`config.mk`:
```
export PLATFORM = sky130hd
export DESIGN_NAME = shreg_ecc_top
export DESIGN_NICKNAME = d
export VERILOG_FILES = /design/src/hw/shreg_pkg.sv /design/src/hw/ecc_pkg.sv /design/src/hw/shift_core.sv /design/src/hw/hamming_check.sv /design/src/hw/ecc_correct.sv /design/src/hw/apb_regs.sv /design/src/hw/shreg_ecc_top.sv
export SDC_FILE = /design/constraint.sdc
export NUM_CORES = 1
export LEC_CHECK = 0
export BUFFER_PORTS_ARGS = -buffer_cell sky130_fd_sc_hd__buf_2
export CAP_MARGIN = 20
export CORE_MARGIN = 2
export CORE_UTILIZATION = 50
export CTS_BUF_LIST = sky130_fd_sc_hd__clkbuf_16
export CTS_CLUSTER_DIAMETER = 200
export CTS_CLUSTER_SIZE = 40
export DETAILED_ROUTE_END_ITERATION = 7
export GPL_TIMING_DRIVEN = 0
export HOLD_SLACK_MARGIN = 0.05
export PLACE_DENSITY = 0.87
export SLEW_MARGIN = 25
export SYNTH_ARGS = -nofsm -noshare
export SYNTH_HDL_FRONTEND = slang
export SYNTH_SLANG_ARGS = --single-unit
export TNS_END_PERCENT = 10
```
`constraint.sdc`:
```
create_clock -name clk -period 2.3 [get_ports clk]
set_clock_uncertainty 0.2 [all_clocks]
set_input_delay 0.23 -clock clk [delete_from_list [all_inputs] [get_ports clk]]
set_output_delay 0.23 -clock clk [all_outputs]
set_load 0.02 [all_outputs]
```
`src/hw/shreg_pkg.sv`:
```
package shreg_pkg;

  // ~~~~~~~~~~~~~~~~~~~~~~~~~~~~~~~~~~~~~~~~~~~~~~~~~~~~~~~~~~~~~~~~~~~~~~
  // shift modes
  // ~~~~~~~~~~~~~~~~~~~~~~~~~~~~~~~~~~~~~~~~~~~~~~~~~~~~~~~~~~~~~~~~~~~~~~

  typedef enum logic [1:0] {
    mode_siso_r = 2'b00,  // serial in, shift toward bit 0.
    mode_siso_l = 2'b01,  // serial in, shift toward msb.
    mode_piso   = 2'b10,  // right shift, zero fill.
    mode_pipo   = 2'b11   // hold.
  } shift_mode_e;

  // ~~~~~~~~~~~~~~~~~~~~~~~~~~~~~~~~~~~~~~~~~~~~~~~~~~~~~~~~~~~~~~~~~~~~~~
  // apb register map
  // ~~~~~~~~~~~~~~~~~~~~~~~~~~~~~~~~~~~~~~~~~~~~~~~~~~~~~~~~~~~~~~~~~~~~~~

  typedef enum logic [4:0] {
    addr_ctrl   = 5'h00,  // mode in bits 1:0.
    addr_data   = 5'h04,  // write loads, read gives corrected word.
    addr_status = 5'h08,  // syndrome and sticky fault flag.
    addr_inject = 5'h0C,  // data and parity flip masks.
    addr_count  = 5'h10   // saturating correction count.
  } reg_addr_e;

  // register width unless the top level overrides it.
  parameter int default_width = 16;

endpackage

```
`src/hw/ecc_pkg.sv`:
```
package ecc_pkg;

  parameter int n_parity = 3;

  typedef logic [n_parity-1:0] syndrome_t;

  // bit named by a nonzero syndrome.
  typedef enum logic [2:0] {
    synd_none,
    synd_data0,
    synd_data1,
    synd_data2,
    synd_data3,
    synd_par1,
    synd_par2,
    synd_par3
  } synd_class_e;

  // ~~~~~~~~~~~~~~~~~~~~~~~~~~~~~~~~~~~~~~~~~~~~~~~~~~~~~~~~~~~~~~~~~~~~~~
  // Hamming(7,4) over the low nibble. Bit 0 of the result is p1.
  //   p1 = d0 ^ d2 ^ d3
  //   p2 = d0 ^ d1 ^ d3
  //   p3 = d0 ^ d1 ^ d2
  // ~~~~~~~~~~~~~~~~~~~~~~~~~~~~~~~~~~~~~~~~~~~~~~~~~~~~~~~~~~~~~~~~~~~~~~

  function automatic logic [n_parity-1:0] hamming_par(input logic [3:0] d);
    hamming_par[0] = d[0] ^ d[2] ^ d[3];
    hamming_par[1] = d[0] ^ d[1] ^ d[3];
    hamming_par[2] = d[0] ^ d[1] ^ d[2];
  endfunction

  function automatic synd_class_e synd_class(input syndrome_t s);
    case (s)
      3'b111:  synd_class = synd_data0;
      3'b110:  synd_class = synd_data1;
      3'b101:  synd_class = synd_data2;
      3'b011:  synd_class = synd_data3;
      3'b001:  synd_class = synd_par1;
      3'b010:  synd_class = synd_par2;
      3'b100:  synd_class = synd_par3;
      default: synd_class = synd_none;
    endcase
  endfunction

endpackage

```
`src/hw/shift_core.sv`:
```
module shift_core
  import shreg_pkg::*;
#(
  parameter int WIDTH = default_width
) (
  input  logic             clk,
  input  logic             rst,
  input  shift_mode_e      mode,
  input  logic             shift_en,
  input  logic             serial_in,
  input  logic             load,
  input  logic [WIDTH-1:0] load_data,
  input  logic             inj,
  input  logic [WIDTH-1:0] inj_data,
  input  logic             wb,
  input  logic [WIDTH-1:0] corr_data,
  output logic [WIDTH-1:0] data_q,
  output logic [WIDTH-1:0] data_next,
  output logic             serial_out
);

  logic [WIDTH-1:0] shift_word;

  // ~~~~~~~~~~~~~~~~~~~~~~~~~~~~~~~~~~~~~~~~~~~~~~~~~~~~~~~~~~~~~~~~~~~~~~
  // next word
  // ~~~~~~~~~~~~~~~~~~~~~~~~~~~~~~~~~~~~~~~~~~~~~~~~~~~~~~~~~~~~~~~~~~~~~~

  always_comb begin
    case (mode)
      mode_siso_r: shift_word = {serial_in, data_q[WIDTH-1:1]};
      mode_siso_l: shift_word = {data_q[WIDTH-2:0], serial_in};
      mode_piso:   shift_word = {1'b0, data_q[WIDTH-1:1]};  // zero fill.
      default:     shift_word = data_q;                     // pipo holds.
    endcase
  end

  // a load beats a shift in the same cycle, parity follows this word.
  assign data_next = load ? load_data : shift_word;

  // ~~~~~~~~~~~~~~~~~~~~~~~~~~~~~~~~~~~~~~~~~~~~~~~~~~~~~~~~~~~~~~~~~~~~~~
  // storage
  // ~~~~~~~~~~~~~~~~~~~~~~~~~~~~~~~~~~~~~~~~~~~~~~~~~~~~~~~~~~~~~~~~~~~~~~

  always_ff @(posedge clk or negedge rst) begin
    if (!rst) begin
      data_q <= '0;
    end else if (inj) begin
      data_q <= data_q ^ inj_data;  // no parity update.
    end else if (load || shift_en) begin
      data_q <= data_next;
    end else if (wb) begin
      data_q <= corr_data;          // repair on an idle cycle.
    end
  end

  // lsb leaves first in the right shifting modes.
  assign serial_out = (mode == mode_siso_r || mode == mode_piso) ?
                      data_q[0] : data_q[WIDTH-1];

  // ~~~~~~~~~~~~~~~~~~~~~~~~~~~~~~~~~~~~~~~~~~~~~~~~~~~~~~~~~~~~~~~~~~~~~~
  // checks
  // ~~~~~~~~~~~~~~~~~~~~~~~~~~~~~~~~~~~~~~~~~~~~~~~~~~~~~~~~~~~~~~~~~~~~~~

  // mode comes from the apb slave and steers both the shift and the parity.
  a_mode_known: assert property (
    @(posedge clk) disable iff (!rst) !$isunknown(mode)
  ) else $error("shift_core: mode is unknown");

endmodule

```
`src/hw/hamming_check.sv`:
```
module hamming_check
  import shreg_pkg::*, ecc_pkg::*;
#(
  parameter int WIDTH = default_width
) (
  input  logic                clk,
  input  logic                rst,
  input  logic [WIDTH-1:0]    data_q,
  input  logic [WIDTH-1:0]    data_next,
  input  logic                load,
  input  logic                shift_en,
  input  logic                inj,
  input  logic [n_parity-1:0] inj_par,
  input  logic                wb,
  input  logic [n_parity-1:0] corr_par,
  output logic [n_parity-1:0] par_q,
  output syndrome_t           syndrome
);

  logic [n_parity-1:0] par_next;
  logic [n_parity-1:0] par_now;

  // parity of the word that the next load or shift stores.
  assign par_next = hamming_par(data_next[3:0]);

  // parity of what is stored right now.
  assign par_now = hamming_par(data_q[3:0]);

  // ~~~~~~~~~~~~~~~~~~~~~~~~~~~~~~~~~~~~~~~~~~~~~~~~~~~~~~~~~~~~~~~~~~~~~~
  // parity storage
  // ~~~~~~~~~~~~~~~~~~~~~~~~~~~~~~~~~~~~~~~~~~~~~~~~~~~~~~~~~~~~~~~~~~~~~~

  // same priority as the data register, so both stay in step.
  always_ff @(posedge clk or negedge rst) begin
    if (!rst) begin
      par_q <= '0;
    end else if (inj) begin
      par_q <= par_q ^ inj_par;
    end else if (load || shift_en) begin
      par_q <= par_next;
    end else if (wb) begin
      par_q <= corr_par;
    end
  end

  // zero when stored and recomputed parity agree.
  assign syndrome = par_q ^ par_now;

endmodule

```
`src/hw/ecc_correct.sv`:
```
module ecc_correct
  import shreg_pkg::*, ecc_pkg::*;
#(
  parameter int WIDTH = default_width
) (
  input  logic                clk,
  input  logic                rst,
  input  logic [WIDTH-1:0]    data_q,
  input  logic [n_parity-1:0] par_q,
  input  syndrome_t           syndrome,
  input  logic                shift_en,
  input  logic                load,
  input  logic                inj,
  output logic [WIDTH-1:0]    corr_data,
  output logic [n_parity-1:0] corr_par,
  output logic                fault,
  output logic                wb,
  output logic [7:0]          corr_count
);

  synd_class_e synd_cls;

  assign synd_cls = synd_class(syndrome);

  // ~~~~~~~~~~~~~~~~~~~~~~~~~~~~~~~~~~~~~~~~~~~~~~~~~~~~~~~~~~~~~~~~~~~~~~
  // single bit repair
  // ~~~~~~~~~~~~~~~~~~~~~~~~~~~~~~~~~~~~~~~~~~~~~~~~~~~~~~~~~~~~~~~~~~~~~~

  always_comb begin
    corr_data = data_q;
    corr_par  = par_q;
    case (synd_cls)
      synd_data0: corr_data[0] = ~data_q[0];
      synd_data1: corr_data[1] = ~data_q[1];
      synd_data2: corr_data[2] = ~data_q[2];
      synd_data3: corr_data[3] = ~data_q[3];
      synd_par1:  corr_par[0]  = ~par_q[0];
      synd_par2:  corr_par[1]  = ~par_q[1];
      synd_par3:  corr_par[2]  = ~par_q[2];
      default:    ;                          // clean word.
    endcase
  end

  assign fault = (synd_cls != synd_none);

  // storage is busy with a shift, load or inject, repair waits.
  assign wb = fault && !shift_en && !load && !inj;

  always_ff @(posedge clk or negedge rst) begin
    if (!rst) begin
      corr_count <= '0;
    end else if (wb && corr_count != 8'hff) begin
      corr_count <= corr_count + 8'd1;  // saturates.
    end
  end

  // the repaired word is one flip from storage and a valid codeword.
  a_one_flip: assert property (
    @(posedge clk) disable iff (!rst)
      $countones({corr_data ^ data_q, corr_par ^ par_q}) <= 1 &&
      hamming_par(corr_data[3:0]) == corr_par
  ) else $error("ecc_correct: repair is not a single flip to a codeword");

endmodule

```
`src/hw/apb_regs.sv`:
```
module apb_regs
  import shreg_pkg::*, ecc_pkg::*;
#(
  parameter int WIDTH = default_width
) (
  input  logic                clk,
  input  logic                rst,
  input  logic [4:0]          paddr,
  input  logic                psel,
  input  logic                penable,
  input  logic                pwrite,
  input  logic [31:0]         pwdata,
  input  logic                fault,
  input  syndrome_t           syndrome,
  input  logic [WIDTH-1:0]    corr_data,
  input  logic [7:0]          corr_count,
  output logic [31:0]         prdata,
  output logic                pready,
  output logic                pslverr,
  output shift_mode_e         mode,
  output logic                load,
  output logic [WIDTH-1:0]    load_data,
  output logic                inj,
  output logic [WIDTH-1:0]    inj_data,
  output logic [n_parity-1:0] inj_par,
  output logic                clr_fault
);

  logic        access;
  logic        addr_ok;
  logic        ro_write;
  logic        wr_ok;
  logic        fault_flag;
  logic [31:0] inject_q;

  // ~~~~~~~~~~~~~~~~~~~~~~~~~~~~~~~~~~~~~~~~~~~~~~~~~~~~~~~~~~~~~~~~~~~~~~
  // decode
  // ~~~~~~~~~~~~~~~~~~~~~~~~~~~~~~~~~~~~~~~~~~~~~~~~~~~~~~~~~~~~~~~~~~~~~~

  assign access = psel && penable;  // zero wait, access phase only.

  always_comb begin
    case (paddr)
      addr_ctrl, addr_data, addr_status, addr_inject, addr_count: addr_ok = 1'b1;
      default: addr_ok = 1'b0;
    endcase
  end

  assign ro_write = pwrite && (paddr == addr_status || paddr == addr_count);
  assign pslverr  = access && (!addr_ok || ro_write);
  assign pready   = 1'b1;
  assign wr_ok    = access && pwrite && !pslverr;

  // ~~~~~~~~~~~~~~~~~~~~~~~~~~~~~~~~~~~~~~~~~~~~~~~~~~~~~~~~~~~~~~~~~~~~~~
  // pulses to the storage blocks
  // ~~~~~~~~~~~~~~~~~~~~~~~~~~~~~~~~~~~~~~~~~~~~~~~~~~~~~~~~~~~~~~~~~~~~~~

  assign load      = wr_ok && paddr == addr_data;
  assign load_data = pwdata[WIDTH-1:0];
  assign inj       = wr_ok && paddr == addr_inject;
  assign inj_data  = pwdata[WIDTH-1:0];
  assign inj_par   = pwdata[16 +: n_parity];  // parity mask at 18:16.

  // status write still clears the flag although it reports an error.
  assign clr_fault = access && pwrite && paddr == addr_status && pwdata[0];

  // ~~~~~~~~~~~~~~~~~~~~~~~~~~~~~~~~~~~~~~~~~~~~~~~~~~~~~~~~~~~~~~~~~~~~~~
  // registers
  // ~~~~~~~~~~~~~~~~~~~~~~~~~~~~~~~~~~~~~~~~~~~~~~~~~~~~~~~~~~~~~~~~~~~~~~

  always_ff @(posedge clk or negedge rst) begin
    if (!rst) begin
      mode       <= mode_siso_r;
      fault_flag <= 1'b0;
      inject_q   <= '0;
    end else begin
      if (wr_ok && paddr == addr_ctrl) begin
        mode <= shift_mode_e'(pwdata[1:0]);
      end
      if (inj) begin
        inject_q <= pwdata;  // last mask, for readback.
      end
      fault_flag <= (fault_flag && !clr_fault) || fault;  // a live fault wins.
    end
  end

  always_comb begin
    prdata = '0;
    case (paddr)
      addr_ctrl:   prdata[1:0]          = mode;
      addr_data:   prdata[WIDTH-1:0]    = corr_data;  // already repaired.
      addr_status: prdata[n_parity:0]   = {syndrome, fault_flag};
      addr_inject: prdata               = inject_q;
      addr_count:  prdata[7:0]          = corr_count;
      default:     prdata               = '0;
    endcase
  end

  // master side protocol rule.
  a_penable_in_sel: assert property (
    @(posedge clk) disable iff (!rst) penable |-> psel
  ) else $error("apb_regs: penable without psel");

endmodule

```
`src/hw/shreg_ecc_top.sv`:
```
module shreg_ecc_top
  import shreg_pkg::*, ecc_pkg::*;
#(
  parameter int WIDTH = default_width
) (
  input  logic        clk,
  input  logic        rst,
  input  logic [4:0]  paddr,
  input  logic        psel,
  input  logic        penable,
  input  logic        pwrite,
  input  logic [31:0] pwdata,
  output logic [31:0] prdata,
  output logic        pready,
  output logic        pslverr,
  input  logic        shift_en,
  input  logic        serial_in,
  output logic        serial_out
);

  shift_mode_e         mode;
  logic                load;
  logic [WIDTH-1:0]    load_data;
  logic                inj;
  logic [WIDTH-1:0]    inj_data;
  logic [n_parity-1:0] inj_par;
  logic [WIDTH-1:0]    data_q;
  logic [WIDTH-1:0]    data_next;
  logic [n_parity-1:0] par_q;
  syndrome_t           syndrome;
  logic [WIDTH-1:0]    corr_data;
  logic [n_parity-1:0] corr_par;
  logic                fault;
  logic                wb;
  logic [7:0]          corr_count;

  shift_core #(.WIDTH(WIDTH)) i_shift_core (
    .clk, .rst, .mode, .shift_en, .serial_in,
    .load, .load_data, .inj, .inj_data, .wb, .corr_data,
    .data_q, .data_next, .serial_out
  );

  hamming_check #(.WIDTH(WIDTH)) i_hamming_check (
    .clk, .rst, .data_q, .data_next, .load, .shift_en,
    .inj, .inj_par, .wb, .corr_par,
    .par_q, .syndrome
  );

  ecc_correct #(.WIDTH(WIDTH)) i_ecc_correct (
    .clk, .rst, .data_q, .par_q, .syndrome, .shift_en, .load, .inj,
    .corr_data, .corr_par, .fault, .wb, .corr_count
  );

  apb_regs #(.WIDTH(WIDTH)) i_apb_regs (
    .clk, .rst, .paddr, .psel, .penable, .pwrite, .pwdata,
    .fault, .syndrome, .corr_data, .corr_count,
    .prdata, .pready, .pslverr,
    .mode, .load, .load_data, .inj, .inj_data, .inj_par,
    .clr_fault ()  // status clear stays inside the slave.
  );

endmodule

```
==> reports/metrics.cfg, run 1 <==
[setup_path]
start_kind=flip-flop
r2r-end=i_ecc_correct.corr_count[1]
r2r_start=i_shift_core.data_q[0]
path_class=flip-flop to output pin
reg2reg_slack_ns=-0.17
r2r_cells=7
end_kind=output pin
worstPathRequired_ns=1.87
crit_fanout=4
crit_arrival_ns=2.07

[synth]
synth-adder-area-share=0.00304
synth_cells=525
yosys.area_share.xor_xnor=0.0575
yosys.area_share.simple=0.264
avgSynthCellArea_um2=7.84
synth_top_family_by_area=simple AND/OR/NAND/NOR gates
ys_seq_area_frac=0.377
synth_compound_area_frac=0.164
synth_nets=570
ys_types=48
ys_warn_count=0
synth.area.mux_share=0.0763
ys_ff_latch=62
netlist_area_um2=4110

[placement]
pre_cts_slack_ns=-0.457
portBuffers=71
dp_hpwl_um=8790
routabilityCongestion=0.983
postPlaceCellArea_um2=4620

[routing]
vias_per_cell=6.02
wl_um=14100
drt_iter0_drc=466
firstDrtPassIters=5
drc=0
wl_per_cell_um=18.4
ant_nets=0
via_count=4596

[cells_and_area]
ff_latch_area_um2=1560
multi_input_area_um2=2540
drive_gt1_frac=0.261
area_growth_pct=36.7
layout.nets=698
final_area_um2=5620
num_antenna_cells=0
fillers=623

[timing]
period_minus_slack_ns=2.50
drv_slew=0
worst_slew_pin_slew_ns=0.624
hold_violations=0
setup_viol=11
rsz0062_at_grt=true
max_freq_ghz=0.401
relSlewSlack=0.580
fin_crit_sh=1.09
layout_setup_ws_ns=-0.197

[min_path]
min_path_type=input pin to flip-flop
whs_path_depth=3
hold_end=i_apb_regs.inject_q[2]
worstHoldStart=pwdata[2]

[grt]
grt_max_degree=38
antenna_found_initial=0
first_global_vias=4509
met1_usage=0.380
grt_overflow_total=0
grt_pass1_wl_um=22100
grt_util_met3=0.0623
busiest_layer=met2
met2_usage=0.527
grtUsageTotal=0.322

[power]
powerDensity_nw_per_um2=1170
peakVddDrop_mv=0.618
p_leak_nw=2.73

[clocking]
cts_sinks=62
clk_latency_ns=0.34
cts_max_level=3
cts_buffer_depth=2
cts-buffers-inserted=9
clk_pin_slew_worst_paths_ns=0.05
cts-root-buf=clkbuf_16
cts_tree=yes

[run_status]
status=finished, violations left
violations=negative setup slack

[die]
die-area_um2=8970
rows=33
die_x_um=94.7
core-area_um2=8090
start_util=0.508
ios=79
die_y_um=94.7

[flow_run]
cap_violations=0

==> registers in the layout, summed over array words and instances (netlist names) <==
name	flops
i_apb_regs.fault_flag	1
i_apb_regs.inject_q	32
i_apb_regs.mode	2
i_ecc_correct.corr_count	8
i_hamming_check.par_q	3
i_shift_core.data_q	16
==> synth_stat cells, drive strengths merged <==
| cell | n | area (µm²) |
|---|---|---|
| a21oi | 26 | 134 |
| or4b | 1 | 10.0 |
| nand4 | 1 | 6.26 |
| a221oi | 5 | 43.8 |
| and2 | 17 | 109 |
| mux2 | 8 | 93.8 |
| xor2 | 12 | 105 |
| o221ai | 2 | 17.5 |
| a22oi | 1 | 7.51 |
| buf | 17 | 103 |
| nand2 | 131 | 492 |
| nor4b | 1 | 8.76 |
| a32o | 1 | 10.0 |
| or3 | 4 | 25.0 |
| xnor2 | 15 | 131 |
| and3 | 7 | 43.8 |
| nor2 | 58 | 225 |
| conb | 1 | 3.75 |
| dfrtp | 62 | 1550 |
| clkinv | 1 | 3.75 |
| mux2i | 22 | 220 |
| o21a | 1 | 7.51 |
| clkbuf | 23 | 86.3 |
| nand2b | 2 | 12.5 |
| o221a | 2 | 22.5 |
| inv | 12 | 45.0 |
| nand3b | 1 | 7.51 |
| o22a | 12 | 105 |
| o21ai | 20 | 104 |
| nor3 | 6 | 30.0 |
| and4 | 1 | 8.76 |
| o2bb2ai | 1 | 8.76 |
| a31oi | 7 | 43.8 |
| nor3b | 1 | 7.51 |
| a311oi | 10 | 87.6 |
| ha | 1 | 12.5 |
| nand3 | 16 | 80.1 |
| nor2b | 2 | 12.5 |
| or2 | 1 | 6.26 |
| o22ai | 13 | 81.3 |
==> timing repair <==
| item | CTS | global route |
|---|---|---|
| buffers inserted | 13 | 3 |
| setup endpoints to repair | 64 | 64 |
| hold buffers | 31 | 0 |
| gates resized for setup | 54 | 23 |
| cloned | 0 | 0 |
| hold endpoints to repair | 93 | 0 |
| pin swaps | 10 | 7 |
==> critical path: stages, from the launching register on <==
cell	delay, ns
dfrtp_1	0.39
buf_6	0.15
xor2_4	0.21
xnor2_4	0.24
buf_4	0.22
a21oi_4	0.05
xnor2_1	0.19
o21ai_1	0.10
buf_4	0.18
==> cell usage in the layout, fill, tap and decap left out, types with 3 or more instances in the layout <==
cell type,synthesis,final
o22a_1,12,12
o22ai_1,13,13
mux2_2,7,7
and3_1,7,7
dlygate4sd3_1,0,31
buf_2,10,73
nor3_1,6,5
dfrtp_1,62,59
o21ai_0,19,12
a21oi_1,25,23
a31oi_1,7,7
a311oi_1,10,10
clkbuf_4,0,3
inv_1,12,13
nand3_1,16,15
nand2_1,131,129
nor2_1,57,56
dfrtp_2,0,3
buf_4,5,25
xor2_1,12,8
o21ai_1,0,5
buf_6,1,6
and2_1,16,16
clkbuf_2,0,6
clkbuf_16,0,9
clkinv_2,0,4
clkbuf_1,23,11
mux2i_1,22,22
xnor2_1,15,10
a221oi_1,5,3
xnor2_4,0,3
==> where the power goes <==
group | switching [mW] | internal, mW
Combinational | 1.96 | 1.74
Sequential | 0.228 | 1.30
Clock | 0.509 | 0.831
Total | 2.70 | 3.87
==> stage by stage <==
step                      TNS (ns)  power, mW  hold slack, ns  std cells   util
after global placement      -19.31       3.56           0.222        701  0.568
after global routing         -2.56       6.82           0.132        763  0.695
after floorplan            -0.0502       3.12          -0.266        525      -
after CTS                   -0.387       6.10          0.0633        760  0.686
final                        -1.20       6.57          0.0735        763  0.695
after detailed placement    -21.08       3.67         -0.0332        702  0.571
==> layout make-up <==
type	instances	area share
Clock buffer	9	0.0400
Tap cell	105	0.0234
Timing Repair Buffer	119	0.146
Inverter	13	0.00890
Sequential cell	62	0.277
Multi-Input combinational cell	410	0.451
Clock inverter	7	0.0116
Buffer	38	0.0420
==> logic make-up after synthesis <==
family / count (synthesis)
other: 1
flip-flops: 62
XOR/XNOR: 27
AO/OA/AOI/OAI: 101
AND/OR/NAND/NOR: 250
buffers and inverters: 53
adder cells (fa/ha/maj): 1
multiplexers: 30
==> worst max path at each step <==
stage	startpoint	to	cells past startpoint
detailed placement	paddr[3]	prdata[24]	7
floorplan	i_shift_core.data_q[0]	prdata[3]	7
global route	i_shift_core.data_q[0]	i_ecc_correct.corr_count[6]	7
finish	i_shift_core.data_q[0]	prdata[1]	8
CTS	i_hamming_check.par_q[0]	prdata[1]	6
global placement	paddr[3]	prdata[24]	7
==> metal layers <==
layer / share of wire / wire, µm
met3: 0.082 / 1160
met5: 0 / 0
met1: 0.38 / 5280
met4: 0.059 / 829
met2: 0.48 / 6790
Power figures use the tool's default switching activity.
==> run 2: changes to the inputs <==
--- a/config.mk
+++ b/config.mk
@@ -15,7 +15,7 @@
 export DETAILED_ROUTE_END_ITERATION = 7
 export GPL_TIMING_DRIVEN = 0
 export HOLD_SLACK_MARGIN = 0.05
-export PLACE_DENSITY = 0.87
+export PLACE_DENSITY = 0.84
 export SLEW_MARGIN = 25
 export SYNTH_ARGS = -nofsm -noshare
 export SYNTH_HDL_FRONTEND = slang
==> constraint.sdc (replaced) <==
create_clock -name clk -period 2.7 [get_ports clk]
set_clock_uncertainty 0.2 [all_clocks]
set_input_delay 0.27 -clock clk [delete_from_list [all_inputs] [get_ports clk]]
set_output_delay 0.27 -clock clk [all_outputs]
set_load 0.02 [all_outputs]
==> run 2 against run 1 <==
- the run now ends clean
- final cell count decreased by 1.8%
- wire length decreased by 6.5%
- critical path depth decreased by 1
- critical path type unchanged
- worst setup slack improved by 0.20 ns
- flip-flop and latch count unchanged
- global-route usage decreased by 2.0 points
- via count is 4.3% lower
- sequential share of layout area is 1.1 points higher
- die area unchanged
==> reports/metrics.cfg, run 2 (synthesis results as in run 1) <==
[placement]
portBuffers=71
routabilityCongestion=0.927
dp_hpwl_um=8640

[timing]
setup_viol=0
max_freq_ghz=0.371
rsz0062_at_grt=true
hold_violations=0
relSlewSlack=0.453
setup-tns-final_ns=0
worst_slew_pin_slew_ns=0.821
drv_slew=0
fin_crit_sh=0.998
period_minus_slack_ns=2.70
timing.hold.ws_ns=0.0763

[setup_path]
crit_family=simple AND/OR/NAND/NOR gates
crit_fanout=10
start_kind=flip-flop
worstPathRequired_ns=2.23
cpPeakStageDelay_ns=0.44
end_kind=output pin
cp_num_buf_inv=2
worstPathCellList=buf_2 -> xor2_2 -> or3_4 -> a21oi_4 -> xnor2_1 -> o21ai_0 -> buf_2
cpMostUsedCell=buf_2
path_class=flip-flop to output pin
crit_arrival_ns=2.23
critPathSlowestCell=or3_4

[flow_run]
cap_violations=0

[routing]
wl_per_cell_um=17.6
ant_nets=0
wl_um=13200
drt_iter0_drc=333
via_count=4400
vias_per_cell=5.87
firstDrtPassIters=5
drc=0

[run_status]
status=complete, no violations

[cells_and_area]
largest_reg_flops=32
num_antenna_cells=0
fillers=654
reg_top3=i_apb_regs.inject_q: 32 flops, i_shift_core.data_q: 16 flops, i_ecc_correct.corr_count: 8 flops
ff_latch_area_um2=1550
layout.nets=684
final_common_cell=nand2_1
area_growth_pct=31.0
multi_input_area_um2=2450
regMostFlops=i_apb_regs.inject_q
layout_common_cells=nand2_1, buf_2, dfrtp_1
drive_gt1_frac=0.213

[die]
die-area_um2=8970
die_y_um=94.7
ios=79
core-area_um2=8090
rows=33
die_x_um=94.7
start_util=0.508

[power]
peakVddDrop_mv=0.398
powerDensity_nw_per_um2=917
p_leak_nw=2.61

[grt]
grt_pass1_wl_um=21100
antenna_found_initial=0
first_global_vias=4308
grt_overflow_total=0
grtUsageTotal=0.302
grt_max_degree=63

[min_path]
min_path_type=input pin to flip-flop

[clocking]
cts-root-buf=clkbuf_16
cts_max_level=3
cts_sinks=62
cts_buffer_depth=2
cts_tree=yes
cts-buffers-inserted=9
clk_latency_ns=0.33
clk_pin_slew_worst_paths_ns=0.05

==> run 2: cell types whose count changed in the layout (fill, tap and decap cells not counted), sizes merged <==
| cell | previous run | this run |
|---|---|---|
| buf | 105 | 90 |
| bufinv | 1 | 2 |
| inv | 14 | 13 |
| dlygate4sd3 | 31 | 30 |
| clkbuf | 30 | 32 |
==> run 2: cell type report <==
| class | count | share of cell area |
|---|---|---|
| multi-input cells | 410 | 0.455 |
| clock buffers | 9 | 0.0418 |
| flip-flops and latches | 62 | 0.288 |
| plain buffers | 40 | 0.0381 |
| clock inverters | 7 | 0.0181 |
| inverters | 13 | 0.00929 |
| well taps | 105 | 0.0244 |
| repair buffers | 103 | 0.125 |
==> run 2: final timing paths <==
| check | start | end | slack (ns) | cells after the start |
|---|---|---|---|---|
| min in group asynchronous | rst | i_hamming_check.par_q[0] | 0.37 | 2 |
| max in group asynchronous | rst | i_shift_core.data_q[8] | 1.38 | 2 |
| min reg2reg | i_apb_regs.inject_q[25] | i_apb_regs.inject_q[25] | 0.27 | 2 |
| max | i_shift_core.data_q[3] | prdata[1] | 0.005 | 7 |
| max reg2reg | i_shift_core.data_q[3] | i_ecc_correct.corr_count[1] | 0.24 | 7 |
| min | pwdata[1] | i_apb_regs.inject_q[1] | 0.08 | 3 |
==> run 2: stage by stage <==
step,instance area [µm²],instances,power (mW),worst slack (ns),utilization
after CTS,5290,748,4.57,-0.0178,0.653
after detailed placement,4600,701,3.12,-0.126,0.569
after global routing,5390,749,5.18,-0.0696,0.666
final,5390,749,4.95,0.00463,0.666
after floorplan,4110,525,2.66,0.185,-
after global placement,4600,701,3.04,-0.151,0.568
==> run 2: per-layer routing <==
layer,up-vias,wire [µm],GRT usage
met4,0,584,0.157
met5,-,0,0
met3,50,859,0.0447
met2,232,6540,0.507
met1,2100,5160,0.377
li1,2018,-,-
==> run 2: timing repair <==
item | 4_1_cts | 5_1_grt
endpoints found under the hold margin | 91 | 0
setup endpoints to repair | 15 | 12
hold buffers | 30 | 0
gates cloned | 0 | 0
resized for setup | 13 | 20
pin swaps | 1 | 2
buffers inserted | 1 | 1
==> run 2: tightest hold or removal path: stages <==
cell,delay [ns]
buf_2,0.15
nand2_1,0.08
nand2_1,0.06
==> run 2: power by group <==
group,internal [mW],switching [mW],leakage (nW),total (mW)
clock,0.810,0.438,0.154,1.25
sequential,1.10,0.181,0.795,1.28
combinational,1.06,1.35,1.66,2.41
total,2.97,1.97,2.61,4.95
==> run 3: changes to the inputs <==
--- a/config.mk
+++ b/config.mk
@@ -5,6 +5,7 @@
 export SDC_FILE = /design/constraint.sdc
 export NUM_CORES = 1
 export LEC_CHECK = 0
+export ABC_AREA = 1
 export BUFFER_PORTS_ARGS = -buffer_cell sky130_fd_sc_hd__buf_2
 export CAP_MARGIN = 20
 export CORE_MARGIN = 2
==> run 3 against run 2 <==
- utilization increased by 0.49 points
- first-iteration DRC count increased by 30%
- highest routed layer unchanged
- final cell count increased by 3.2%
- hold slack got worse by 0.026 ns
- synthesized cell count increased by 3.8%
- largest power group unchanged
- critical path depth increased by 2
- sequential power about the same
- critical endpoint unchanged
- critical path type unchanged
- register-to-register slack improved by 0.21 ns
- combinational power decreased by 5%
==> reports/metrics.cfg, run 3 <==
[setup_path]
reg2reg_slack_ns=0.45
cp_num_buf_inv=4
worstPathCellList=buf_4 -> xor2_2 -> xor2_1 -> buf_4 -> buf_4 -> nor2_1 -> a221oi_1 -> o211ai_1 -> buf_4
critPathSlowestCell=dfrtp_1
cpPeakStageDelay_ns=0.36
crit_fanout=7
cpMostUsedCell=buf_4
r2r_start=i_shift_core.data_q[2]
r2r_cells=10
path_class=flip-flop to output pin
r2r-end=i_hamming_check.par_q[2]
crit_family=buffers and inverters
end_kind=output pin
worstPathRequired_ns=2.23
start_kind=flip-flop
crit_arrival_ns=2.19

[synth]
async_flop_share=1.00
yosys-top-cells-count=nand2_1, inv_1, dfrtp_1, o21ai_0, nor2_1
synth_top_flop_cell=dfrtp_1
synth_most_common_cell=nand2_1
ys_warn_count=0
synth_cells=545
synth.area.top_cells=dfrtp_1, nand2_1, o21ai_0
synth_nets=590
synth_area_leader_cell=dfrtp_1
ys_types=36
ys_ff_latch=62
synth-edff-count=0
synth_top_area_share=0.387
ys_seq_area_frac=0.387
netlist_area_um2=4010
avgSynthCellArea_um2=7.35

[routing]
wl_um=12500
vias_per_cell=5.58
firstDrtPassIters=6
drc=0
ant_nets=0
drt_iter0_drc=433
wl_per_cell_um=16.1
via_count=4311

[min_path]
whs_path_depth=3
hold_end=i_apb_regs.inject_q[7]
worstHoldStart=pwdata[7]
min_path_type=input pin to flip-flop

[cells_and_area]
reg_top3=i_apb_regs.inject_q: 32 flops, i_shift_core.data_q: 16 flops, i_ecc_correct.corr_count: 8 flops
regMostFlops=i_apb_regs.inject_q
area_growth_pct=29.5
utilization=0.671
layout_common_cells=nand2_1, buf_2, inv_1
num_antenna_cells=0
fillers=611
largest_reg_flops=32
final_common_cell=nand2_1
final_area_um2=5180
layout.nets=712
drive_gt1_frac=0.224

[grt]
antenna_found_initial=0
met2_usage=0.490
grt_util_met3=0.0580
grt_max_degree=63
busiest_layer=met2
met1_usage=0.357
grt_overflow_total=0
grt_pass1_wl_um=19800
first_global_vias=4193
grtUsageTotal=0.290

[placement]
postPlaceCellArea_um2=4520
pre_cts_slack_ns=0.245
routabilityCongestion=0.937
dp_hpwl_um=8050
portBuffers=77

[flow_run]
cap_violations=0

[timing]
fin_crit_sh=0.984
worst_slew_pin_slew_ns=0.790
period_minus_slack_ns=2.66
max_freq_ghz=0.376
setup_viol=0
hold_violations=0
drv_slew=0
layout_setup_ws_ns=0.0435
relSlewSlack=0.473
timing.hold.ws_ns=0.0506

[clocking]
cts-root-buf=clkbuf_16
clk_pin_slew_worst_paths_ns=0.05
cts_max_level=3
cts_sinks=62
cts_buffer_depth=2
clk_latency_ns=0.33
cts-buffers-inserted=9
cts_tree=yes

[die]
die_y_um=93.5
die_x_um=93.5
die-area_um2=8740
core-area_um2=7730
ios=79
start_util=0.518
rows=32

[power]
finalPower_mw=4.69
peakVddDrop_mv=0.572
powerDensity_nw_per_um2=905
p_leak_nw=2.66

[run_status]
status=complete, no violations

==> run 3: cell count changes after synthesis, moves of 10 or more <==
cell,previous run,this run
o21ai_0,19,55
mux2i_1,22,0
nor2_1,57,35
o22a_1,12,0
a311oi_1,10,0
o21ai_1,0,10
inv_1,12,73
and2_1,16,0
clkbuf_1,23,8
==> run 3: timing repair <==
action,in CTS,in global routing
hold buffers,29,1
setup endpoints to repair,2,3
buffers inserted,1,4
gates resized for setup,2,8
pin swaps,0,3
hold endpoints to repair,90,1
==> run 3: area by class of cell <==
class	instances	area [µm²]	share of cell area
multi-input cells	380	2080	0.401
flip-flops and latches	62	1550	0.299
repair buffers	112	728	0.140
inverters	79	297	0.0572
clock buffers	9	225	0.0434
well taps	102	128	0.0246
plain buffers	23	124	0.0239
clock inverters	6	53.8	0.0104
==> run 3: worst max path at each step <==
stage / from / end / slack (ns) / cells past startpoint
finish: i_shift_core.data_q[2] / prdata[1] / 0.04 / 9
global placement: i_shift_core.data_q[3] / prdata[1] / 0.30 / 10
global route: i_shift_core.data_q[2] / prdata[2] / -0.06 / 9
CTS: i_shift_core.data_q[2] / prdata[3] / 0.01 / 9
floorplan: i_shift_core.data_q[0] / prdata[1] / 0.56 / 9
detailed placement: i_shift_core.data_q[3] / prdata[1] / 0.24 / 10
==> run 3: through the flow <==
| step | setup TNS [ns] | instances |
|---|---|---|
| 6_report | 0 | 773 |
| 5_1_grt | -0.134 | 773 |
| 4_1_cts | 0 | 769 |
| 3_5_place_dp | 0 | 724 |
| 3_3_place_gp | 0 | 724 |
| 2_1_floorplan | 0 | 545 |
==> run 3: cell families after synthesis <==
kind of cell	count (synthesis)	share of synthesized area
AND/OR/NAND/NOR	212	0.231
AO/OA/AOI/OAI	130	0.187
buffers and inverters	103	0.106
flip-flops	62	0.387
XOR/XNOR	36	0.0844
adder cells (fa/ha/maj)	1	0.00312
other	1	0.000936
==> run 3: worst reg2reg max path, stage by stage, from the launching register on <==
cell     delay [ns]
dfrtp_1        0.36
buf_4          0.18
xor2_2         0.16
xor2_1         0.28
buf_4          0.17
buf_4          0.11
nand2_2        0.06
o21ai_0        0.34
nand2_1        0.10
nor2_1         0.12
nor2_1         0.05
==> run 3: layer usage <==
layer / wire (µm) / vias to the layer above / share of wire
met5: 0 / - / 0
met4: 399 / 0 / 0.032
met3: 1090 / 44 / 0.087
met2: 6120 / 256 / 0.49
met1: 4850 / 2021 / 0.39
li1: - / 1990 / -
==> run 3: power by group <==
group | total [mW] | internal [mW] | leakage [nW] | switching (mW)
combinational | 2.30 | 0.937 | 1.79 | 1.37
sequential | 1.28 | 1.11 | 0.731 | 0.173
clock | 1.11 | 0.697 | 0.134 | 0.410
